$ cat config.mk
export PLATFORM = sky130hd
export DESIGN_NAME = mem_stage_top
export DESIGN_NICKNAME = d
export VERILOG_FILES = /design/src/hdl/mem_stage_pkg.sv /design/src/hdl/dmem_wb_master.sv /design/src/hdl/ex_mem_reg.sv /design/src/hdl/load_extract.sv /design/src/hdl/mem_stage_top.sv /design/src/hdl/store_align.sv
export VERILOG_INCLUDE_DIRS = /design/src /design/src/include
export SDC_FILE = /design/constraint.sdc
export NUM_CORES = 1
export LEC_CHECK = 0
export BUFFER_PORTS_ARGS = -buffer_cell sky130_fd_sc_hd__buf_2
export CAP_MARGIN = 0
export CORE_AREA = 2 2 250 252
export CTS_CLUSTER_DIAMETER = 60
export DETAILED_ROUTE_END_ITERATION = 7
export DIE_AREA = 0 0 252 254
export PLACE_DENSITY = 0.58
export SLEW_MARGIN = 20
export SYNTH_ARGS = -nofsm -noshare
export SYNTH_HDL_FRONTEND = slang
export SYNTH_SLANG_ARGS = --single-unit
$ cat constraint.sdc
create_clock -name clk -period 6.6 [get_ports clk]
set_input_delay 0.66 -clock clk [delete_from_list [all_inputs] [get_ports clk]]
set_output_delay 0.66 -clock clk [all_outputs]
set_load 0.05 [all_outputs]
$ cat src/include/mem_stage_settings.svh
`ifndef MEM_STAGE_SETTINGS_SVH
`define MEM_STAGE_SETTINGS_SVH

// ******************************
// memory stage widths
// ******************************

// integer register / data bus width, rv64
`define MS_XLEN 64

// address width driven onto the wishbone bus
`define MS_ALEN 32

// bytes per data word, one select bit each
`define MS_LANES 8

// register index, x0..x31
`define MS_REGW 5

`endif

$ cat src/hdl/mem_stage_pkg.sv
`include "mem_stage_settings.svh"

package mem_stage_pkg;

    // ******************************
    // plain vector types
    // ******************************
    typedef logic [`MS_XLEN-1:0]  xdata_t;    // data word
    typedef logic [`MS_ALEN-1:0]  addr_t;     // bus address
    typedef logic [`MS_LANES-1:0] lane_sel_t; // one bit per byte lane
    typedef logic [`MS_REGW-1:0]  reg_idx_t;
    typedef logic [31:0]          inst_t;

    // memory op from execute, loads then stores
    typedef enum logic [3:0] {
        MEM_NONE,
        MEM_LB,
        MEM_LH,
        MEM_LW,
        MEM_LD,
        MEM_LBU,
        MEM_LHU,
        MEM_LWU,
        MEM_SB,
        MEM_SH,
        MEM_SW,
        MEM_SD
    } mem_op_e;

    // source of the writeback value
    typedef enum logic [1:0] {
        SEL_ALU,
        SEL_LINK, // pc+4
        SEL_LOAD,
        SEL_CSR
    } wb_sel_e;

    // bus master FSM
    typedef enum logic [1:0] {
        DM_IDLE,
        DM_ACCESS,
        DM_DONE
    } dmem_state_e;

    // ******************************
    // records between stages
    // ******************************
    typedef struct packed {
        xdata_t  pc;
        inst_t   inst;
        mem_op_e mem_op;
        wb_sel_e wb_sel;
        logic    wen;
        xdata_t  alu_out; // effective address for loads/stores
        xdata_t  src2;    // store data, csr read value
    } ex_mem_t;

    typedef struct packed {
        xdata_t   pc;
        inst_t    inst;
        logic     wen;
        reg_idx_t rd;
        xdata_t   wdata;
    } mem_wb_t;

    // register write seen in writeback
    typedef struct packed {
        logic     valid;
        reg_idx_t rd;
        xdata_t   data;
    } reg_wr_t;

endpackage

$ cat src/hdl/dmem_wb_master.sv
`include "mem_stage_settings.svh"

module dmem_wb_master (
    input  logic                     clk,
    input  logic                     rst,
    input  logic                     start,    // valid mem item while idle
    input  logic                     is_store,
    input  mem_stage_pkg::addr_t     addr,
    input  mem_stage_pkg::xdata_t    st_data,
    input  mem_stage_pkg::lane_sel_t st_sel,
    input  logic                     leave,    // item accepted downstream
    input  mem_stage_pkg::xdata_t    wb_dat_i,
    input  logic                     wb_ack,
    output logic                     mem_done,
    output mem_stage_pkg::xdata_t    rdata,
    output logic                     wb_cyc,
    output logic                     wb_stb,
    output logic                     wb_we,
    output mem_stage_pkg::addr_t     wb_adr,
    output mem_stage_pkg::lane_sel_t wb_sel,
    output mem_stage_pkg::xdata_t    wb_dat_o
);

    localparam int OFFW = $clog2(`MS_LANES);

    mem_stage_pkg::dmem_state_e state;

    assign mem_done = (state == mem_stage_pkg::DM_DONE);

    // ******************************
    // FSM and bus control
    // ******************************
    always_ff @(posedge clk) begin
        if (rst) begin
            state  <= mem_stage_pkg::DM_IDLE;
            wb_cyc <= 1'b0;
            wb_stb <= 1'b0;
            wb_we  <= 1'b0;
        end else begin
            case (state)
                mem_stage_pkg::DM_IDLE: begin
                    if (start) begin
                        state  <= mem_stage_pkg::DM_ACCESS;
                        wb_cyc <= 1'b1;   // cyc and stb rise together
                        wb_stb <= 1'b1;
                        wb_we  <= is_store;
                    end
                end
                mem_stage_pkg::DM_ACCESS: begin
                    if (wb_ack) begin
                        state  <= mem_stage_pkg::DM_DONE;
                        wb_cyc <= 1'b0;   // single beat, end of cycle
                        wb_stb <= 1'b0;
                        wb_we  <= 1'b0;
                    end
                end
                mem_stage_pkg::DM_DONE: begin
                    if (leave) begin
                        state <= mem_stage_pkg::DM_IDLE;
                    end
                end
                default: state <= mem_stage_pkg::DM_IDLE;
            endcase
        end
    end

    // address, data and lanes frozen for the whole cycle
    always_ff @(posedge clk) begin
        if (start) begin
            wb_adr   <= {addr[`MS_ALEN-1:OFFW], {OFFW{1'b0}}}; // word aligned
            wb_dat_o <= st_data;
            wb_sel   <= st_sel;
        end
    end

    // read data held until the item leaves
    always_ff @(posedge clk) begin
        if (state == mem_stage_pkg::DM_ACCESS && wb_ack && !wb_we) begin
            rdata <= wb_dat_i;
        end
    end

    // ******************************
    // bus protocol checks
    // ******************************
    assert property (@(posedge clk) disable iff (rst) wb_stb |-> wb_cyc);

    assert property (@(posedge clk) disable iff (rst)
        wb_stb && !wb_ack |=> $stable(wb_adr) && $stable(wb_dat_o) && $stable(wb_sel));

    // slave may only answer an open request
    assert property (@(posedge clk) disable iff (rst)
        wb_ack |-> state == mem_stage_pkg::DM_ACCESS);

endmodule

$ cat src/hdl/ex_mem_reg.sv
module ex_mem_reg (
    input  logic                    clk,
    input  logic                    rst,
    input  logic                    load_en,    // stage can take an item this cycle
    input  logic                    hold_clear, // held item leaves downstream
    input  mem_stage_pkg::ex_mem_t  in_item,
    input  logic                    in_valid,
    output mem_stage_pkg::ex_mem_t  held_item,
    output logic                    held_valid
);

    logic capture;

    assign capture = load_en && in_valid; // upstream transfer

    // ******************************
    // valid flag
    // ******************************
    always_ff @(posedge clk) begin
        if (rst) begin
            held_valid <= 1'b0;
        end else if (capture) begin
            held_valid <= 1'b1;           // refill, also covers leave + enter
        end else if (hold_clear) begin
            held_valid <= 1'b0;           // left with nothing behind it
        end
    end

    // payload, only valid tracks reset
    always_ff @(posedge clk) begin
        if (capture) begin
            held_item <= in_item;
        end
    end

endmodule

$ cat src/hdl/load_extract.sv
`include "mem_stage_settings.svh"

module load_extract (
    input  mem_stage_pkg::mem_op_e mem_op,
    input  logic [2:0]             byte_off,
    input  mem_stage_pkg::xdata_t  rdata,
    output mem_stage_pkg::xdata_t  ld_value
);

    mem_stage_pkg::xdata_t shifted; // addressed byte now in lane 0

    assign shifted = rdata >> {byte_off, 3'b000};

    // ******************************
    // extension by op
    // ******************************
    always_comb begin
        case (mem_op)
            mem_stage_pkg::MEM_LB: begin
                ld_value = {{(`MS_XLEN-8){shifted[7]}}, shifted[7:0]};
            end
            mem_stage_pkg::MEM_LH: begin
                ld_value = {{(`MS_XLEN-16){shifted[15]}}, shifted[15:0]};
            end
            mem_stage_pkg::MEM_LW: begin
                ld_value = {{(`MS_XLEN-32){shifted[31]}}, shifted[31:0]};
            end
            mem_stage_pkg::MEM_LBU: begin
                ld_value = {{(`MS_XLEN-8){1'b0}}, shifted[7:0]};
            end
            mem_stage_pkg::MEM_LHU: begin
                ld_value = {{(`MS_XLEN-16){1'b0}}, shifted[15:0]};
            end
            mem_stage_pkg::MEM_LWU: begin
                ld_value = {{(`MS_XLEN-32){1'b0}}, shifted[31:0]};
            end
            mem_stage_pkg::MEM_LD: begin
                ld_value = rdata;         // no lane select for a double
            end
            default: begin
                ld_value = '0;            // stores and none, never selected
            end
        endcase
    end

endmodule

$ cat src/hdl/mem_stage_top.sv
`include "mem_stage_settings.svh"

module mem_stage_top (
    input  logic                     clk,
    input  logic                     rst,
    input  logic                     in_valid,
    input  mem_stage_pkg::ex_mem_t   in_item,
    output logic                     in_ready,
    output logic                     out_valid,
    input  logic                     out_ready,
    output mem_stage_pkg::mem_wb_t   out_item,
    input  mem_stage_pkg::reg_wr_t   wb_fwd,
    output logic                     wb_cyc,
    output logic                     wb_stb,
    output logic                     wb_we,
    output mem_stage_pkg::addr_t     wb_adr,
    output mem_stage_pkg::lane_sel_t wb_sel,
    output mem_stage_pkg::xdata_t    wb_dat_o,
    input  mem_stage_pkg::xdata_t    wb_dat_i,
    input  logic                     wb_ack
);

    mem_stage_pkg::ex_mem_t   held_item;
    logic                     held_valid;
    mem_stage_pkg::xdata_t    st_data;
    mem_stage_pkg::lane_sel_t st_sel;
    mem_stage_pkg::xdata_t    rdata;
    mem_stage_pkg::xdata_t    ld_value;
    logic                     mem_done;
    logic                     is_mem;
    logic                     is_store;
    logic                     start;
    logic                     leave;

    // ******************************
    // handshake glue
    // ******************************
    assign is_mem   = (held_item.mem_op != mem_stage_pkg::MEM_NONE);
    assign is_store = held_item.mem_op inside {mem_stage_pkg::MEM_SB, mem_stage_pkg::MEM_SH,
                                               mem_stage_pkg::MEM_SW, mem_stage_pkg::MEM_SD};

    assign out_valid = held_valid && (!is_mem || mem_done); // mem items wait for the bus
    assign leave     = out_valid && out_ready;
    assign in_ready  = !held_valid || leave;                // empty, or emptying now

    // master idle means no open cycle and no finished access parked
    assign start = held_valid && is_mem && !wb_cyc && !mem_done;

    ex_mem_reg ex_mem_reg_i (
        .clk        (clk),
        .rst        (rst),
        .load_en    (in_ready),
        .hold_clear (leave),
        .in_item    (in_item),
        .in_valid   (in_valid),
        .held_item  (held_item),
        .held_valid (held_valid)
    );

    store_align store_align_i (
        .held_item (held_item),
        .wb_fwd    (wb_fwd),
        .st_data   (st_data),
        .st_sel    (st_sel)
    );

    load_extract load_extract_i (
        .mem_op   (held_item.mem_op),
        .byte_off (held_item.alu_out[2:0]),
        .rdata    (rdata),
        .ld_value (ld_value)
    );

    dmem_wb_master dmem_wb_master_i (
        .clk      (clk),
        .rst      (rst),
        .start    (start),
        .is_store (is_store),
        .addr     (held_item.alu_out[`MS_ALEN-1:0]),
        .st_data  (st_data),
        .st_sel   (st_sel),
        .leave    (leave),
        .wb_dat_i (wb_dat_i),
        .wb_ack   (wb_ack),
        .mem_done (mem_done),
        .rdata    (rdata),
        .wb_cyc   (wb_cyc),
        .wb_stb   (wb_stb),
        .wb_we    (wb_we),
        .wb_adr   (wb_adr),
        .wb_sel   (wb_sel),
        .wb_dat_o (wb_dat_o)
    );

    // ******************************
    // writeback record
    // ******************************
    assign out_item.pc   = held_item.pc;
    assign out_item.inst = held_item.inst;
    assign out_item.wen  = held_item.wen;
    assign out_item.rd   = held_item.inst[11:7];

    always_comb begin
        case (held_item.wb_sel)
            mem_stage_pkg::SEL_LINK: out_item.wdata = held_item.pc + mem_stage_pkg::xdata_t'(4);
            mem_stage_pkg::SEL_LOAD: out_item.wdata = ld_value;
            mem_stage_pkg::SEL_CSR:  out_item.wdata = held_item.src2; // csr old value
            default:                 out_item.wdata = held_item.alu_out;
        endcase
    end

    // record frozen under back-pressure, load data included
    assert property (@(posedge clk) disable iff (rst)
        out_valid && !out_ready |=> out_valid && $stable(out_item));

endmodule

$ cat src/hdl/store_align.sv
`include "mem_stage_settings.svh"

module store_align (
    input  mem_stage_pkg::ex_mem_t   held_item,
    input  mem_stage_pkg::reg_wr_t   wb_fwd,
    output mem_stage_pkg::xdata_t    st_data,
    output mem_stage_pkg::lane_sel_t st_sel
);

    localparam int OFFW = $clog2(`MS_LANES);

    mem_stage_pkg::reg_idx_t  rs2;
    mem_stage_pkg::xdata_t    src;      // store data after forwarding
    mem_stage_pkg::xdata_t    data_lo;  // data in the low lanes
    mem_stage_pkg::lane_sel_t sel_lo;   // select for the low lanes
    logic [OFFW-1:0]          off;
    logic                     fwd_hit;

    assign rs2 = held_item.inst[24:20];
    assign off = held_item.alu_out[OFFW-1:0];

    // x0 never forwards
    assign fwd_hit = wb_fwd.valid && (wb_fwd.rd != '0) && (wb_fwd.rd == rs2);
    assign src     = fwd_hit ? wb_fwd.data : held_item.src2;

    // ******************************
    // access size
    // ******************************
    always_comb begin
        case (held_item.mem_op)
            mem_stage_pkg::MEM_LB, mem_stage_pkg::MEM_LBU, mem_stage_pkg::MEM_SB: begin
                data_lo = mem_stage_pkg::xdata_t'(src[7:0]);
                sel_lo  = mem_stage_pkg::lane_sel_t'(8'h01);
            end
            mem_stage_pkg::MEM_LH, mem_stage_pkg::MEM_LHU, mem_stage_pkg::MEM_SH: begin
                data_lo = mem_stage_pkg::xdata_t'(src[15:0]);
                sel_lo  = mem_stage_pkg::lane_sel_t'(8'h03);
            end
            mem_stage_pkg::MEM_LW, mem_stage_pkg::MEM_LWU, mem_stage_pkg::MEM_SW: begin
                data_lo = mem_stage_pkg::xdata_t'(src[31:0]);
                sel_lo  = mem_stage_pkg::lane_sel_t'(8'h0f);
            end
            default: begin                // double, whole word
                data_lo = src;
                sel_lo  = '1;
            end
        endcase
    end

    // move into the addressed lanes, alignment is up to execute
    assign st_data = data_lo << {off, 3'b000};
    assign st_sel  = sel_lo << off;

endmodule

==> flow_summary.yaml <==
power:
  p_comb_share_pct: 19.0
  netSwitchingFraction_pct: 31.50
  pwr-share-seq_pct: 42.8
  p_sw_mw: 2.334
  worst_voltage_drop_across_the_vdd_grid_v: 0.0002071
  p_leak_nw: 9.983
  intPower_mw: 5.077
  total_power_mw: 7.411
  p_per_area_nw_per_um2: 284.0
  clock_power_share_pct: 38.1
synth:
  synth.lib_cells_used.distinct: 80
  syn_inst: 1768
  syn-cell-area_um2: 21190
  yosys.area.top_type_share_pct: 56.11
  yosys-top-cells-area: "sky130_fd_sc_hd__edfxtp_1 (56%), sky130_fd_sc_hd__mux2i_1 (5.0%), sky130_fd_sc_hd__buf_4 (4.0%), sky130_fd_sc_hd__nand2_1 (2.5%), sky130_fd_sc_hd__a21oi_1 (2.3%)"
  yosysTopAreaCell: "sky130_fd_sc_hd__edfxtp_1"
  postSynthRegisterBits: 401
  synth-seq-area-share_pct: 56.58
  synth_area_per_cell_um2: 11.99
  synth_flop_cell: "sky130_fd_sc_hd__edfxtp_1"
  postSynth.asyncResetShare_pct: 0
  ys.warnings.count: 0
  synth_edf_count: 396
grt:
  pin_count_of_the_biggest_net_entering_global_routing: 106
  grt_first_pass_wirelength_um: 137600
  grt_antenna_before_repair: 24
  first_global_vias: 17550
  grtUsageTotal_pct: 30.77
  grt_overflow_total: 0
setup_path:
  worstReg2RegStart: "ex_mem_reg_i.held_item[64]$_DFFE_PP_"
  cp.arrival_ns: 4.80
  cp_cell_sequence: "buf_4 -> nand2b_1 -> o22ai_1 -> o2111ai_2 -> o211ai_2 -> o21ai_0 -> o211ai_1 -> buf_2"
  crit_path_max_incr_delay_ns: 1.03
  crit_path_top_delay_cell: "sky130_fd_sc_hd__edfxtp_1"
  cp_top_family: "compound AO/OA/AOI/OAI gates"
  timing.critical_path.required_ns: 5.94
  critPathLaunchType: "flop"
  path_buf_inv: 2
  worstSetupStartpoint: "ex_mem_reg_i.held_item[65]$_DFFE_PP_"
  crit_path_end_kind: "output pin"
  cp_max_fo: 30
  timing.setup.critical_path_class: "reg -> out"
layout:
  nets: 2639
  mostFrequentLayoutCell: "sky130_fd_sc_hd__buf_2"
  ff_latch_area_um2: 11990
  multi_input_comb_area_um2: 7767
  final_layout_size_suffix_gt1_share_pct: 36.56
  layout.cells.most_common_list: "sky130_fd_sc_hd__buf_2 (641), sky130_fd_sc_hd__edfxtp_1 (396), sky130_fd_sc_hd__nand2_1 (141), sky130_fd_sc_hd__mux2i_1 (105), sky130_fd_sc_hd__a21oi_1 (97)"
  areaGrowthSynthToFinish_pct: 23.11
  fin_cells: 3104
  fill_cells: 5875
detailed_routing:
  initial_drc_count: 2057
  post-route-drc-count: 0
  routed_wire_length_per_instance_um: 32.76
  dr_total_vias: 18170
  number_of_vias_per_cell: 5.854
  drt_pass1_iterations: 6
  route.antenna.remaining_nets: 0
  totalWireLength_um: 101700
clock_tree:
  cts_buffers: 49
  cts_repair_resize_count: 0
  clock_insertion_delay_worst_skew_ns: 0.61
  post_cts.repair.setup_buffers: 0
  cts.hold.buffers_added: 0
  cts_sinks: 401
  htree_levels: 2
  root_buffer: "sky130_fd_sc_hd__clkbuf_16"
  clk_transition_reported_paths_ns: 0.06
  tritoncts: "done"
  max-clock-path-buffers: 3
placed_design:
  sum_of_net_half_perimeters_after_detailed_placement_um: 80020
  numPortBuffers: 641
  post-place-cells: 3007
  gp_weighted_congestion: 0.9912
timing:
  pin_slew_with_the_least_headroom_to_its_limit_ns: 1.034
  report.final.setup_viol: 0
  finalMaxSlewViolations: 0
  max-slew-margin-rel_pct: 31.07
  rsz0062_at_grt: "false"
  setup-tns-final_ns: 0
  finalHoldViolations: 0
  worst_clock_skew_ns: 0.02353
  finalCritPeriodShare_pct: 82.68
  shortest_clock_period_the_worst_path_allows_after_layout_ns: 5.457
  fmaxAchievable_ghz: 0.1833
run_status:
  outcome: "finished, final reports clean"
die:
  dieArea_um2: 64010
  die_width_um: 252
  placement_rows: 91
  initial_core_util_pct: 34.60
  die_height_um: 254
  io_pins: 645
  coreArea_um2: 61260
min_path:
  min-delay-path-class: "in -> reg"
  holdCritStartpoint: "in_item[47]"
job:
  maxCapViolations: 0
## final timing paths
check	to	slack, ns	cells after the start
setup / recovery	out_item[51]	1.14	8
setup reg to reg	dmem_wb_master_i.wb_dat_o[63]$_DFFE_PP_	2.55	8
hold / removal	ex_mem_reg_i.held_item[47]$_DFFE_PP_	0.22	1
hold reg to reg	dmem_wb_master_i.wb_adr[18]$_DFFE_PP_	0.45	0
## state kept, by name, summed over array words and instances, names as in the netlist
signal / count
dmem_wb_master_i.wb_sel: 8
ex_mem_reg_i.held_item: 231
dmem_wb_master_i.wb_we: 1
dmem_wb_master_i.rdata: 64
dmem_wb_master_i.wb_adr: 29
dmem_wb_master_i.state: 2
dmem_wb_master_i.wb_cyc: 1
dmem_wb_master_i.wb_dat_o: 64
ex_mem_reg_i.held_valid: 1
## stage by stage
stage	instance area (µm²)	hold slack (ns)	setup WS [ns]	util [%]
after CTS	26070	0.1953	1.283	42.56
after detailed placement	24380	0.4411	1.938	39.80
final	26090	0.2249	1.143	42.59
after global placement	24380	0.4345	2.055	39.80
after floorplan	21200	0.4262	0.8401	-
after global routing	26080	0.2111	1.056	42.57
## cells in the mapped netlist (all sizes together) (37+ instances only)
cell and n:
mux2 37, xnor2 37, o21ai 85, edfxtp 396, nor2 73, mux2i 105, buf 162, a21oi 97
o22ai 45, nand3 45, clkbuf 74, nand2 142
## logic make-up (layout without fill, tap and decap cells)
logic type / count (synthesis) / count (layout) / synth area share [%]
DFF: 401 / 401 / 56.58
buffers and inverters: 255 / 791 / 6.984
other: 1 / 11 / 0.01769
AOI/OAI and AO/OA: 476 / 476 / 15.31
adders and majority gates: 1 / 1 / 0.05903
xor gates and xnor gates: 56 / 56 / 2.314
muxes: 162 / 162 / 9.050
and+or+nand+nor: 416 / 416 / 9.682
## layout make-up
type,count,area share [%]
Tap cell,790,3.788
Timing Repair Buffer,683,13.65
Inverter,19,0.2829
Clock inverter,32,1.621
Multi-Input combinational cell,1114,29.77
Sequential cell,401,45.96
Clock buffer,57,4.853
Antenna cell,8,0.07673
## metal layers
metal,wire (µm),GRT usage (%)
met5,115,0
met4,4623,13.19
met3,9254,6.945
met2,47600,50.24
met1,40110,39.31
## power groups by stage
stage	registers [mW]	logic [mW]	clock network, mW
6_report	3.18	1.41	2.83
5_1_grt	3.18	1.47	2.98
4_1_cts	3.17	1.40	2.88
3_5_place_dp	3.22	1.40	0
3_3_place_gp	3.22	1.40	0
2_1_floorplan	3.31	0.787	0
(Power assumes the default switching activity.)
